File: config.mk
export PLATFORM = sky130hd
export DESIGN_NAME = stream_scaler_top
export DESIGN_NICKNAME = d
export VERILOG_FILES = /design/src/stream_pkg.sv /design/src/apb_ctrl_regs.sv /design/src/stream_clip.sv /design/src/stream_delay.sv /design/src/stream_scale.sv /design/src/stream_scaler_top.sv
export SDC_FILE = /design/constraint.sdc
export NUM_CORES = 1
export LEC_CHECK = 0
export ABC_CLOCK_PERIOD_IN_PS = 7800
export BUFFER_PORTS_ARGS = -buffer_cell sky130_fd_sc_hd__buf_2
export CORE_AREA = 2 2 367 187
export CTS_CLUSTER_SIZE = 10
export DETAILED_ROUTE_END_ITERATION = 12
export DIE_AREA = 0 0 369 189
export HOLD_SLACK_MARGIN = 0.03
export PLACE_DENSITY_LB_ADDON = 0.1
export SYNTH_ARGS = -nofsm -noshare
export SYNTH_HDL_FRONTEND = slang
export SYNTH_SLANG_ARGS = --single-unit
File: constraint.sdc
create_clock -name aclk -period 7.8 [get_ports aclk]
set_input_delay 0.78 -clock aclk [delete_from_list [all_inputs] [get_ports aclk]]
set_output_delay 0.78 -clock aclk [all_outputs]
set_load 0.03 [all_outputs]
File: src/stream_pkg.sv
// Stream scaler shared types
`default_nettype none

package stream_pkg;

    typedef logic signed [15:0] sample_t;   // One signed sample
    typedef logic signed [15:0] gain_t;     // Q8.8, 0x0100 is unity
    typedef logic signed [15:0] offset_t;   // Added after scaling
    typedef logic signed [31:0] product_t;  // Full sample times gain
    typedef logic [31:0] count_t;           // Event counter

    typedef struct packed {
        sample_t data;                      // Sample payload
        logic    last;                      // End of packet marker
    } axis_beat_t;

    typedef struct packed {
        logic        psel;                  // Slave selected
        logic        penable;               // Access phase
        logic        pwrite;                // Write when high
        logic [7:0]  paddr;                 // Byte address
        logic [31:0] pwdata;                // Write data
    } apb_req_t;

    typedef struct packed {
        logic [31:0] prdata;                // Read data, access phase
        logic        pslverr;               // Unmapped or illegal access
    } apb_rsp_t;

    // Register map
    localparam logic [7:0] addr_ctrl       = 8'h00;  // Bit 0 enable
    localparam logic [7:0] addr_gain       = 8'h04;
    localparam logic [7:0] addr_offset     = 8'h08;
    localparam logic [7:0] addr_beat_count = 8'h0C;  // Write clears both counts
    localparam logic [7:0] addr_clip_count = 8'h10;  // Read only

    localparam gain_t gain_reset = 16'sh0100;        // Unity gain

endpackage

`default_nettype wire

File: src/apb_ctrl_regs.sv
// APB control and status registers
`timescale 1ns/100ps
`default_nettype none

module apb_ctrl_regs (
    input  logic                 aclk,
    input  logic                 areset_n,
    input  stream_pkg::apb_req_t apb_req,
    output stream_pkg::apb_rsp_t apb_rsp,
    output logic                 enable,
    output stream_pkg::gain_t    gain,
    output stream_pkg::offset_t  offset,
    input  logic                 beat_done,
    input  logic                 clip_flag
);
    import stream_pkg::*;

    logic   access;      // Access phase of any transfer
    logic   wr_en;       // Write committing this edge
    logic   mapped;      // Address decodes
    logic   wr_illegal;  // Write to read-only clip count
    logic   clear;       // Counter clear strobe
    count_t beat_count;
    count_t clip_count;

    assign access     = apb_req.psel && apb_req.penable;
    assign wr_illegal = apb_req.pwrite && apb_req.paddr == addr_clip_count;
    assign wr_en      = access && apb_req.pwrite && mapped && !wr_illegal;
    assign clear      = wr_en && apb_req.paddr == addr_beat_count;

    // Read mux and decode
    always_comb begin
        mapped         = 1'b1;
        apb_rsp.prdata = '0;
        case (apb_req.paddr)
            addr_ctrl:       apb_rsp.prdata = {31'b0, enable};
            addr_gain:       apb_rsp.prdata = 32'(gain);    // Sign extended
            addr_offset:     apb_rsp.prdata = 32'(offset);
            addr_beat_count: apb_rsp.prdata = beat_count;
            addr_clip_count: apb_rsp.prdata = clip_count;
            default:         mapped = 1'b0;
        endcase
    end

    // Error only in the access phase
    assign apb_rsp.pslverr = access && (!mapped || wr_illegal);

    // Writable registers
    always_ff @(posedge aclk or negedge areset_n) begin
        if (!areset_n) begin
            enable <= 1'b0;
            gain   <= gain_reset;
            offset <= '0;
        end else if (wr_en) begin
            case (apb_req.paddr)
                addr_ctrl:   enable <= apb_req.pwdata[0];
                addr_gain:   gain   <= apb_req.pwdata[15:0];
                addr_offset: offset <= apb_req.pwdata[15:0];
                default:     ;                            // Counters handled below
            endcase
        end
    end

    // Beat and clip counters
    always_ff @(posedge aclk or negedge areset_n) begin
        if (!areset_n) begin
            beat_count <= '0;
            clip_count <= '0;
        end else if (clear) begin
            beat_count <= '0;                         // Clear beats a same-cycle count
            clip_count <= '0;
        end else if (beat_done) begin
            beat_count <= beat_count + count_t'(1);
            if (clip_flag) begin
                clip_count <= clip_count + count_t'(1);
            end
        end
    end

    // Access phase always follows a selected setup phase
    a_penable_needs_psel: assert property (@(posedge aclk) disable iff (!areset_n)
        $rose(apb_req.penable) |-> apb_req.psel);

endmodule

`default_nettype wire

File: src/stream_clip.sv
// Saturating output register stage
`timescale 1ns/100ps
`default_nettype none

module stream_clip (
    input  logic                   aclk,
    input  logic                   areset_n,
    input  logic                   rx_valid,
    input  logic signed [16:0]     rx_sum,
    input  logic                   rx_last,
    output logic                   rx_ready,
    output logic                   tx_valid,
    output stream_pkg::axis_beat_t tx_beat,
    input  logic                   tx_ready,
    output logic                   beat_done,
    output logic                   clip_flag
);
    import stream_pkg::*;

    localparam sample_t sample_max = 16'sh7FFF;   // 32767
    localparam sample_t sample_min = 16'sh8000;   // -32768

    sample_t sat_data;
    logic    sat_clip;

    assign rx_ready = tx_ready;

    always_comb begin
        sat_clip = 1'b1;
        if (rx_sum > 17'sd32767) begin
            sat_data = sample_max;                // Positive overflow
        end else if (rx_sum < -17'sd32768) begin
            sat_data = sample_min;                // Negative overflow
        end else begin
            sat_data = rx_sum[15:0];              // In range
            sat_clip = 1'b0;
        end
    end

    always_ff @(posedge aclk) begin
        if (tx_ready) begin
            tx_beat.data <= sat_data;
            tx_beat.last <= rx_last;
            clip_flag    <= sat_clip;             // Travels with the beat
        end
    end

    always_ff @(posedge aclk or negedge areset_n) begin
        if (!areset_n) begin
            tx_valid <= 1'b0;
        end else if (tx_ready) begin
            tx_valid <= rx_valid;
        end
    end

    assign beat_done = tx_valid && tx_ready;      // Output handshake

    // Clipped beats sit on a limit
    a_clip_at_limit: assert property (@(posedge aclk) disable iff (!areset_n)
        tx_valid && clip_flag |-> tx_beat.data == sample_max || tx_beat.data == sample_min);

endmodule

`default_nettype wire

File: src/stream_delay.sv
// Stalling valid/data delay line
`timescale 1ns/100ps
`default_nettype none

module stream_delay #(
    parameter int DELAY_STAGES = 1                  // Number of register stages
) (
    input  logic                   aclk,
    input  logic                   areset_n,
    input  logic                   rx_valid,
    input  stream_pkg::axis_beat_t rx_beat,
    output logic                   rx_ready,
    output logic                   tx_valid,
    output stream_pkg::axis_beat_t tx_beat,
    input  logic                   tx_ready
);
    import stream_pkg::*;

    logic [DELAY_STAGES:0] q_valid;                 // Index 0 is the input
    axis_beat_t            q_beat [DELAY_STAGES:0];

    assign rx_ready   = tx_ready;                   // Whole line stalls together
    assign q_valid[0] = rx_valid;
    assign q_beat[0]  = rx_beat;

    for (genvar i = 0; i < DELAY_STAGES; i++) begin : g_stage
        always_ff @(posedge aclk or negedge areset_n) begin
            if (!areset_n) begin
                q_valid[i+1] <= 1'b0;               // Empty pipe
            end else if (tx_ready) begin
                q_valid[i+1] <= q_valid[i];         // Bubbles shift too
            end
        end

        always_ff @(posedge aclk) begin
            if (tx_ready) begin
                q_beat[i+1] <= q_beat[i];           // Payload, no reset
            end
        end
    end

    assign tx_valid = q_valid[DELAY_STAGES];
    assign tx_beat  = q_beat[DELAY_STAGES];

    // Offered beat must hold until taken
    a_hold_stalled: assert property (@(posedge aclk) disable iff (!areset_n)
        tx_valid && !tx_ready |=> $stable(tx_beat));

endmodule

`default_nettype wire

File: src/stream_scale.sv
// Two-stage gain and offset pipeline
`timescale 1ns/100ps
`default_nettype none

module stream_scale (
    input  logic                   aclk,
    input  logic                   areset_n,
    input  logic                   rx_valid,
    input  stream_pkg::axis_beat_t rx_beat,
    output logic                   rx_ready,
    input  logic                   enable,
    input  stream_pkg::gain_t      gain,
    input  stream_pkg::offset_t    offset,
    output logic                   tx_valid,
    output logic signed [16:0]     tx_sum,
    output logic                   tx_last,
    input  logic                   tx_ready
);
    import stream_pkg::*;

    localparam logic signed [16:0] wide_max = 17'h0FFFF;  // Top of 17-bit range
    localparam logic signed [16:0] wide_min = 17'h10000;  // Bottom of 17-bit range

    logic               s1_valid;
    logic               s1_last;
    product_t           s1_product;   // Q8.8 scaled sample
    offset_t            s1_offset;    // Offset captured with the beat
    logic signed [31:0] full_sum;     // Cannot overflow at 32 bits
    logic signed [16:0] wide_sum;

    assign rx_ready = tx_ready;       // Same advance as downstream

    // Stage 1 multiply, or shift into Q8.8 when bypassed
    always_ff @(posedge aclk) begin
        if (tx_ready) begin
            s1_last    <= rx_beat.last;
            s1_product <= enable ? rx_beat.data * gain : product_t'(rx_beat.data) <<< 8;
            s1_offset  <= enable ? offset : '0;   // No offset in bypass
        end
    end

    // Shift back down and add offset
    always_comb begin
        full_sum = (s1_product >>> 8) + product_t'(s1_offset);
        if (full_sum > 32'sd65535) begin
            wide_sum = wide_max;                  // Still far above sample max
        end else if (full_sum < -32'sd65536) begin
            wide_sum = wide_min;                  // Still far below sample min
        end else begin
            wide_sum = full_sum[16:0];
        end
    end

    // Stage 2 register
    always_ff @(posedge aclk) begin
        if (tx_ready) begin
            tx_sum  <= wide_sum;
            tx_last <= s1_last;
        end
    end

    always_ff @(posedge aclk or negedge areset_n) begin
        if (!areset_n) begin
            s1_valid <= 1'b0;
            tx_valid <= 1'b0;
        end else if (tx_ready) begin
            s1_valid <= rx_valid;
            tx_valid <= s1_valid;
        end
    end

endmodule

`default_nettype wire

File: src/stream_scaler_top.sv
// Stream gain stage top level
`timescale 1ns/100ps
`default_nettype none

module stream_scaler_top #(
    parameter int DELAY_STAGES = 1                 // Retiming stages before multiply
) (
    input  logic                   aclk,
    input  logic                   areset_n,
    input  stream_pkg::apb_req_t   apb_req,
    output stream_pkg::apb_rsp_t   apb_rsp,
    input  logic                   rx_valid,
    input  stream_pkg::axis_beat_t rx_beat,
    output logic                   rx_ready,
    output logic                   tx_valid,
    output stream_pkg::axis_beat_t tx_beat,
    input  logic                   tx_ready
);
    import stream_pkg::*;

    // Control to datapath
    logic    enable;
    gain_t   gain;
    offset_t offset;

    // Output status to counters
    logic beat_done;
    logic clip_flag;

    // Delay to scale
    logic       d_valid;
    axis_beat_t d_beat;
    logic       d_ready;

    // Scale to clip
    logic               s_valid;
    logic signed [16:0] s_sum;
    logic               s_last;
    logic               s_ready;

    apb_ctrl_regs u_regs (
        .aclk      (aclk),
        .areset_n  (areset_n),
        .apb_req   (apb_req),
        .apb_rsp   (apb_rsp),
        .enable    (enable),
        .gain      (gain),
        .offset    (offset),
        .beat_done (beat_done),
        .clip_flag (clip_flag)
    );

    stream_delay #(
        .DELAY_STAGES (DELAY_STAGES)
    ) u_delay (
        .aclk     (aclk),
        .areset_n (areset_n),
        .rx_valid (rx_valid),
        .rx_beat  (rx_beat),
        .rx_ready (rx_ready),
        .tx_valid (d_valid),
        .tx_beat  (d_beat),
        .tx_ready (d_ready)
    );

    stream_scale u_scale (
        .aclk     (aclk),
        .areset_n (areset_n),
        .rx_valid (d_valid),
        .rx_beat  (d_beat),
        .rx_ready (d_ready),
        .enable   (enable),
        .gain     (gain),
        .offset   (offset),
        .tx_valid (s_valid),
        .tx_sum   (s_sum),
        .tx_last  (s_last),
        .tx_ready (s_ready)
    );

    stream_clip u_clip (
        .aclk      (aclk),
        .areset_n  (areset_n),
        .rx_valid  (s_valid),
        .rx_sum    (s_sum),
        .rx_last   (s_last),
        .rx_ready  (s_ready),
        .tx_valid  (tx_valid),
        .tx_beat   (tx_beat),
        .tx_ready  (tx_ready),
        .beat_done (beat_done),
        .clip_flag (clip_flag)
    );

endmodule

`default_nettype wire

==> results of run 1 <==
==> area by class of cell <==
class,instances,area share
repair buffers,144,0.0386
clock buffers,17,0.0193
multi-input cells,1393,0.581
well taps,897,0.0509
inverters,345,0.0587
clock inverters,15,0.00879
flip-flops and latches,195,0.243
diodes,1,0.000113
==> power groups by stage <==
stage	clock, µW	combinational, µW	sequential (µW)
2_1_floorplan	0	262	1230
5_1_grt	1040	465	1250
4_1_cts	994	417	1240
6_report	964	413	1240
3_5_place_dp	0	413	1260
3_3_place_gp	0	411	1260
==> synthesized netlist by cell type, types with 5 or more instances <==
| cell | instances | area share |
|---|---|---|
| mux2i_1 | 8 | 0.0040 |
| o31ai_1 | 9 | 0.0034 |
| and2_1 | 144 | 0.046 |
| o21ai_0 | 66 | 0.017 |
| nand2_1 | 223 | 0.042 |
| or3_1 | 9 | 0.0028 |
| xor2_1 | 48 | 0.021 |
| inv_1 | 344 | 0.065 |
| xnor2_1 | 52 | 0.023 |
| nor3_1 | 14 | 0.0035 |
| nand3_1 | 35 | 0.0089 |
| o21a_1 | 5 | 0.0019 |
| a21oi_1 | 61 | 0.015 |
| nor2_1 | 120 | 0.023 |
| nand4_1 | 17 | 0.0054 |
| nand2b_1 | 9 | 0.0028 |
| a211oi_1 | 11 | 0.0042 |
| and3_1 | 20 | 0.0063 |
| and4_1 | 5 | 0.0022 |
| a221o_1 | 18 | 0.0091 |
| fa_1 | 262 | 0.27 |
| ha_1 | 105 | 0.066 |
| a21o_1 | 19 | 0.0072 |
| mux2_2 | 47 | 0.027 |
| clkbuf_1 | 70 | 0.013 |
| a222oi_1 | 14 | 0.0071 |
| o21bai_1 | 8 | 0.0030 |
| dfrtp_1 | 100 | 0.13 |
| edfxtp_1 | 94 | 0.14 |
==> per-layer routing <==
layer  part of all wire  GRT usage  wire length [µm]
met5                  0          0                 0
met4             0.0064     0.0228               383
met3              0.058     0.0310              3450
met2               0.37      0.229             22200
met1               0.56      0.305             33700
==> flip-flops by register name, summed over array words and instances, names as in the netlist <==
register	count
u_delay.tx_beat	17
u_scale.tx_last	1
u_scale.tx_sum	17
u_scale.s1_offset	16
u_clip.tx_beat	17
u_regs.offset	16
u_delay.tx_valid	1
u_scale.s1_product	24
u_clip.clip_flag	1
u_scale.s1_last	1
u_scale.tx_valid	1
u_clip.tx_valid	1
u_regs.enable	1
u_scale.s1_valid	1
u_regs.clip_count	32
u_regs.gain	16
u_regs.beat_count	32
==> kinds of logic (layout without fill, tap and decap cells) <==
| logic type | after synthesis | count (layout) | synth area share |
|---|---|---|---|
| xor gates and xnor gates | 100 | 100 | 0.0443 |
| DFF | 195 | 195 | 0.271 |
| muxes | 55 | 55 | 0.0308 |
| and+or+nand+nor | 621 | 621 | 0.153 |
| other | 0 | 1 | 0 |
| AOI/OAI and AO/OA | 250 | 250 | 0.0872 |
| buffers and inverters | 427 | 521 | 0.0821 |
| adders and majority gates | 367 | 367 | 0.332 |
==> stage by stage <==
stage	util	total power (µW)
after floorplan	-	1490
after global placement	0.323	1670
after detailed placement	0.323	1670
after CTS	0.332	2650
after global routing	0.332	2750
final	0.332	2610
==> worst paths after layout <==
check	from	endpoint	slack, ps	depth (start not counted)
min reg2reg	u_delay.tx_beat[0]$_DFFE_PP_	u_scale.s1_last$_DFFE_PP_	420	0
max in group asynchronous	areset_n	u_clip.tx_valid$_DFFE_PN0P_	6230	2
min in group aclk	u_delay.tx_beat[0]$_DFFE_PP_	u_scale.s1_last$_DFFE_PP_	420	0
min	areset_n	u_regs.beat_count[17]$_DFFE_PN0P_	330	1
max	u_regs.gain[3]$_DFFE_PN0P_	u_scale.s1_product[28]$_DFFE_PP_	470	20
max reg2reg	u_regs.gain[3]$_DFFE_PN0P_	u_scale.s1_product[28]$_DFFE_PP_	470	20
==> critical path: cells and delay by family (launching register included) <==
kind / cells / cell delay, ps
simple gates: 5 / 1340
fa+ha+maj: 7 / 3450
flops: 1 / 1040
buf+inv: 4 / 380
compound gates: 4 / 960
==> results.tsv, run 1 <==
metric	value	unit
syn_inst	2015	
wl	59700	µm
coreArea	66400	µm²
setup_tns	0	ps
ir_drop	0.196	mV
status	complete, no violations	
fin_crit_sh	0.940	
gp_congestion	0.844	
worstSetupStartpointType	register	
cts_buffer_depth	2	
async_flop_share	0.518	
grt_pass1_vias	14900	
via_count	14200	
grt_usage	0.178	
dr.pass1.iters	6	
ys_seq_area_frac	0.271	
cp_max_fo	18	
p_int	1780	µW
maxCapViolCount	0	
cp.required	8130	ps
hold_class	in2async	
ys.flop_type	dfrtp_1	
dp_hpwl	48400	µm
chipWidth	369	µm
fin_area	22100	µm²
timing.final.ws_setup	472	ps
finalHoldViolCount	0	
fin_nets	2527	
cts_hold_buf	0	
port_buffers	99	
setup_viol	0	
synth_edf_count	94	
postCtsResizedCells	0	
antenna_found_initial	1	
hold-worst-slack	328	ps
yosysWarnings	0	
power_frac_comb	0.158	
vias_per_cell	4.73	
areaGrowthSynthToFinish	11.5	%
cts_tree	yes	
cp_cell_sequence	nand2_1, fa_1, fa_1, fa_1, inv_1, fa_1, fa_1, inv_1, fa_1, inv_1, ha_1, and3_1, a211oi_1, o21ba_2, or3_1, o21ai_1, a41oi_2, buf_4, or4_1, nand3_1	
arrival	7660	ps
die_h	189	µm
p_switching	831	µW
period_needed	7330	ps
cts-root-buf	clkbuf_16	
worst_pin_slew	1370	ps
layout_commonest_cell	inv_1	
yosys.cell_types.count	71	
clk_latency	480	ps
power.leakage	0.0105	µW
drv_slew	0	
final_cell_mix	inv_1, fa_1, nand2_1	
numCtsBuffers	17	
swShare	0.318	
clkPwrFrac	0.369	
rsz0062_at_grt	no	
post-place-ws	359	ps
synth.net_count	2446	
multiInputGateArea	12800	µm²
fillers	6879	
routedWlPerCell	19.9	µm
htree_levels	4	
regArea	5350	µm²
first_iter_violations	1158	
path_class	reg2reg	
power_density	119	nW/µm²
grt_max_degree	65	
grt_pass1_wl	93600	µm
post_cts_buffers	0	
drtAntennaViolNets	0	
initial_core_util	0.298	
stdcell_count	3007	
max_freq	136	MHz
pwr-share-seq	0.474	
drive_gt1_frac	0.112	
skew	19.2	ps
io_pins	116	
cp_slowest_stage_delay	1040	ps
end_kind	register	
rows	67	
slew_headroom	0.0851	
drc_errors	0	
die-area	69700	µm²
placed_area	21400	µm²
post_synth.cell_area_avg	9.82	µm²
synth-seq-cells	195	
critPathMostFrequentCell	fa_1	
grt_overflow	0	
dp_cells	2974	
critPathSlowestCell	dfrtp_1	
clk_pin_slew	90	ps
clock-sinks	195	
netlist_area	19800	µm²
No activity file was read; power rests on OpenSTA's default activity.
==> inputs of run 2 (changes only) <==
--- a/config.mk
+++ b/config.mk
@@ -15,4 +15,5 @@
 export PLACE_DENSITY_LB_ADDON = 0.1
 export SYNTH_ARGS = -nofsm -noshare
 export SYNTH_HDL_FRONTEND = slang
+export SYNTH_HIERARCHICAL = 1
 export SYNTH_SLANG_ARGS = --single-unit
==> run 2 against run 1 <==
  * Sequential share of layout area is 0.077 points higher
  * Final cell count decreased by 1.6%
  * Clock-buffer cell count did not move
  * Maximum frequency is 2.2% higher
  * Sequential power barely moved
  * Synthesized area rose by 0.12%
  * Flip-flop and latch count stayed put
  * Setup slack better by 160 ps
  * Via count is 1.1% higher
  * Wire length grew 3.7%
  * Die area unchanged
  * Critical path type unchanged
  * Largest cell class unchanged
  * Largest power group unchanged
==> results.tsv, run 2 <==
metric	value	unit	change
grt_usage	0.184		+0.00546
clk_latency	480	ps	about the same
grt_max_degree	73		+12%
io_pins	116		unchanged
dp_hpwl	49000	µm	+1.2%
hold_class	in2async		
layout_commonest_cell	inv_1		
path_buf_inv	4		unchanged
top_regs	u_regs/beat_count (32), u_regs/clip_count (32), u_scale/s1_product (24)		
synth_edf_count	94		unchanged
syn_inst	1978		-1.8%
slew_headroom	0.213		+0.128
rsz0062_at_grt	no		
dr.pass1.iters	7		+1
port_buffers	99		unchanged
setup_viol	0		unchanged
yosys.cell_types.count	64		-9.9%
power_density	124	nW/µm²	+4.8%
synth_top_cells_by_count	inv_1, fa_1, nand2_1		
synth_compound_area_frac	0.0964		+0.00918
cp.required	8030	ps	-100 ps
cts_buffer_depth	2		unchanged
cp_max_fo	18		unchanged
cts_hold_buf	0		unchanged
period_needed	7170	ps	-156 ps
grt_overflow	0		unchanged
synth.most_common_cell	inv_1		
end_kind	register		
final_cell_mix	inv_1, fa_1, nand2_1		
cp_cell_sequence	nand2_1, fa_1, fa_1, inv_1, ha_1, fa_1, ha_1, inv_1, fa_1, inv_1, ha_1, a2111oi_0, o21ai_0, a31oi_1, o31ai_1, buf_4, a21boi_0, o21bai_1, a21oi_1, xnor2_1, a21o_1		
post_synth.cell_area_avg	10.0	µm²	+2.0%
ir_drop	0.162	mV	-18%
worst_pin_slew	1180	ps	-191 ps
synthAdderAreaFrac	0.331		-0.000398
post-place-ws	631	ps	+273 ps
synth_top_family_by_area	adder cells		
initial_core_util	0.298		+0.000358
fin_nets	2479		-1.9%
reg2regPathDepth	21		+5.0%
worst-r2r-setup-slack	630	ps	+160 ps
routedWlPerCell	20.9	µm	+5.4%
gp_congestion	0.827		-2.1%
skew	14.3	ps	-4.96 ps
synth_top_cell_by_area	fa_1		
path_class	reg2reg		
synth_xor_area_frac	0.0318		-0.0124
netlist_area	19800	µm²	+0.12%
cts-root-buf	clkbuf_16		
fin_crit_sh	0.919		-0.0200
worstSetupStartpointType	register		
dp_cells	2926		-1.6%
postCtsResizedCells	0		unchanged
critPathSlowestCell	dfrtp_1		
drc_errors	0		unchanged
numCtsBuffers	17		unchanged
critPathMostFrequentCell	fa_1		
setup_tns	0	ps	unchanged
yosysWarnings	6		+6
synth_top_area_frac	0.265		-0.000318
maxCapViolCount	0		unchanged
post_cts_buffers	0		unchanged
crit_family	adder cells		
clock-sinks	195		unchanged
status	complete, no violations		
ys_seq_area_frac	0.270		-0.000325
cts_tree	yes		
die_h	189	µm	unchanged
reg2reg_to	u_scale/s1_product[24]$_DFFE_PP_		
drtAntennaViolNets	0		unchanged
async_flop_share	0.518		unchanged
ys.flop_type	dfrtp_1		
max_freq	139	MHz	+2.2%
synth-seq-cells	195		unchanged
grt_pass1_vias	14900		+0.34%
clk_pin_slew	80	ps	about the same
grt_pass1_wl	96200	µm	+2.8%
arrival	7410	ps	-250 ps
drive_gt1_frac	0.116		+0.00407
antenna_found_initial	4		+3
worstReg2RegStart	u_regs/gain[6]$_DFFE_PN0P_		
drv_slew	0		unchanged
stdcell_count	2959		-1.6%
first_iter_violations	1095		-5.4%
ys_top_cells_by_area	fa_1, edfxtp_1, dfrtp_1		
htree_levels	4		unchanged
vias_per_cell	4.86		+2.7%
synth.net_count	2409		-1.5%
timing.final.ws_setup	628	ps	+156 ps
power.leakage	0.0104	µW	-1.3%
synthMuxAreaShare	0.0337		+0.00287
synth-simple-area-share	0.158		+0.00418
die-area	69700	µm²	unchanged
coreArea	66400	µm²	unchanged
via_count	14400		+1.1%
areaGrowthSynthToFinish	11.1	%	
cp_slowest_stage_delay	1000	ps	-40 ps
chipWidth	369	µm	unchanged
finalHoldViolCount	0		unchanged
wl	61900	µm	+3.7%
rows	67		unchanged
## run 2: cell count changes after synthesis, moves of 10 or more
cell,before,now
a21o_1,19,29
a221o_1,18,0
a222oi_1,14,0
a22oi_1,2,47
inv_1,344,322
nand2_1,223,194
nor2_1,120,69
nor2b_1,4,14
o31ai_1,9,24
or3_1,9,20
or4_1,2,23
xor2_1,48,28
## run 2: final cells by class
| cell class | instances | area [µm²] |
|---|---|---|
| Tap cell | 897 | 1120 |
| Fill cell | 6844 | 44400 |
| Inverter | 322 | 1210 |
| Clock inverter | 15 | 224 |
| Timing Repair Buffer | 134 | 763 |
| Clock buffer | 17 | 425 |
| Sequential cell | 195 | 5350 |
| Antenna cell | 1 | 2.50 |
| Multi-Input combinational cell | 1378 | 12900 |
## run 2: worst reg2reg max path, delay by kind of cell (launching register included)
family | cells | cell delay (ps)
compound gates | 8 | 2360
flops | 1 | 1000
xor+xnor | 1 | 80
simple gates | 1 | 210
buf+inv | 4 | 360
fa+ha+maj | 7 | 2890
## run 2: report_power, final
group          internal, µW  total, µW  switching, µW
logic                   192        488            296
clock network           455        979            524
registers              1150       1260            109
total                  1800       2730            929
## run 2: stage by stage
| stage | cell area, µm² | total power (µW) | hold slack, ps | util |
|---|---|---|---|---|
| floorplan | 19800 | 1570 | 400 | - |
| global placement | 21300 | 1770 | 401 | 0.321 |
| detailed placement | 21300 | 1770 | 405 | 0.321 |
| CTS | 22000 | 2780 | 316 | 0.331 |
| global route | 22000 | 2890 | 350 | 0.331 |
| finish | 22000 | 2730 | 325 | 0.331 |
## run 2: logic make-up after synthesis
group	after synthesis
buffers and inverters	405
XOR/XNOR	72
flip-flops	195
AND/OR/NAND/NOR	586
adder cells (fa/ha/maj)	367
multiplexers	60
AO/OA/AOI/OAI	293
## run 2: layer usage
metal | share of wire | vias up | routed length (µm) | track usage
met5 | 0 | - | 0 | 0
met1 | 0.57 | 7388 | 35000 | 0.312
met2 | 0.37 | 352 | 23100 | 0.237
li1 | - | 6632 | - | -
met4 | 0.0053 | 0 | 327 | 0.0239
met3 | 0.056 | 18 | 3500 | 0.0338
## run 2: worst max-delay path by stage
stage                                             endpoint  slack, ps  cells after the start                          start
final                     u_scale/s1_product[24]$_DFFE_PP_        630                     21     u_regs/gain[6]$_DFFE_PN0P_
after global routing      u_scale/s1_product[31]$_DFFE_PP_        200                     19     u_regs/gain[1]$_DFFE_PN0P_
after CTS                 u_scale/s1_product[24]$_DFFE_PP_        590                     21     u_regs/gain[6]$_DFFE_PN0P_
after detailed placement  u_scale/s1_product[24]$_DFFE_PP_        630                     21     u_regs/gain[6]$_DFFE_PN0P_
after global placement    u_scale/s1_product[24]$_DFFE_PP_        690                     21     u_regs/gain[6]$_DFFE_PN0P_
after floorplan           u_scale/s1_product[30]$_DFFE_PP_       1610                     21  u_delay/tx_beat[16]$_DFFE_PP_
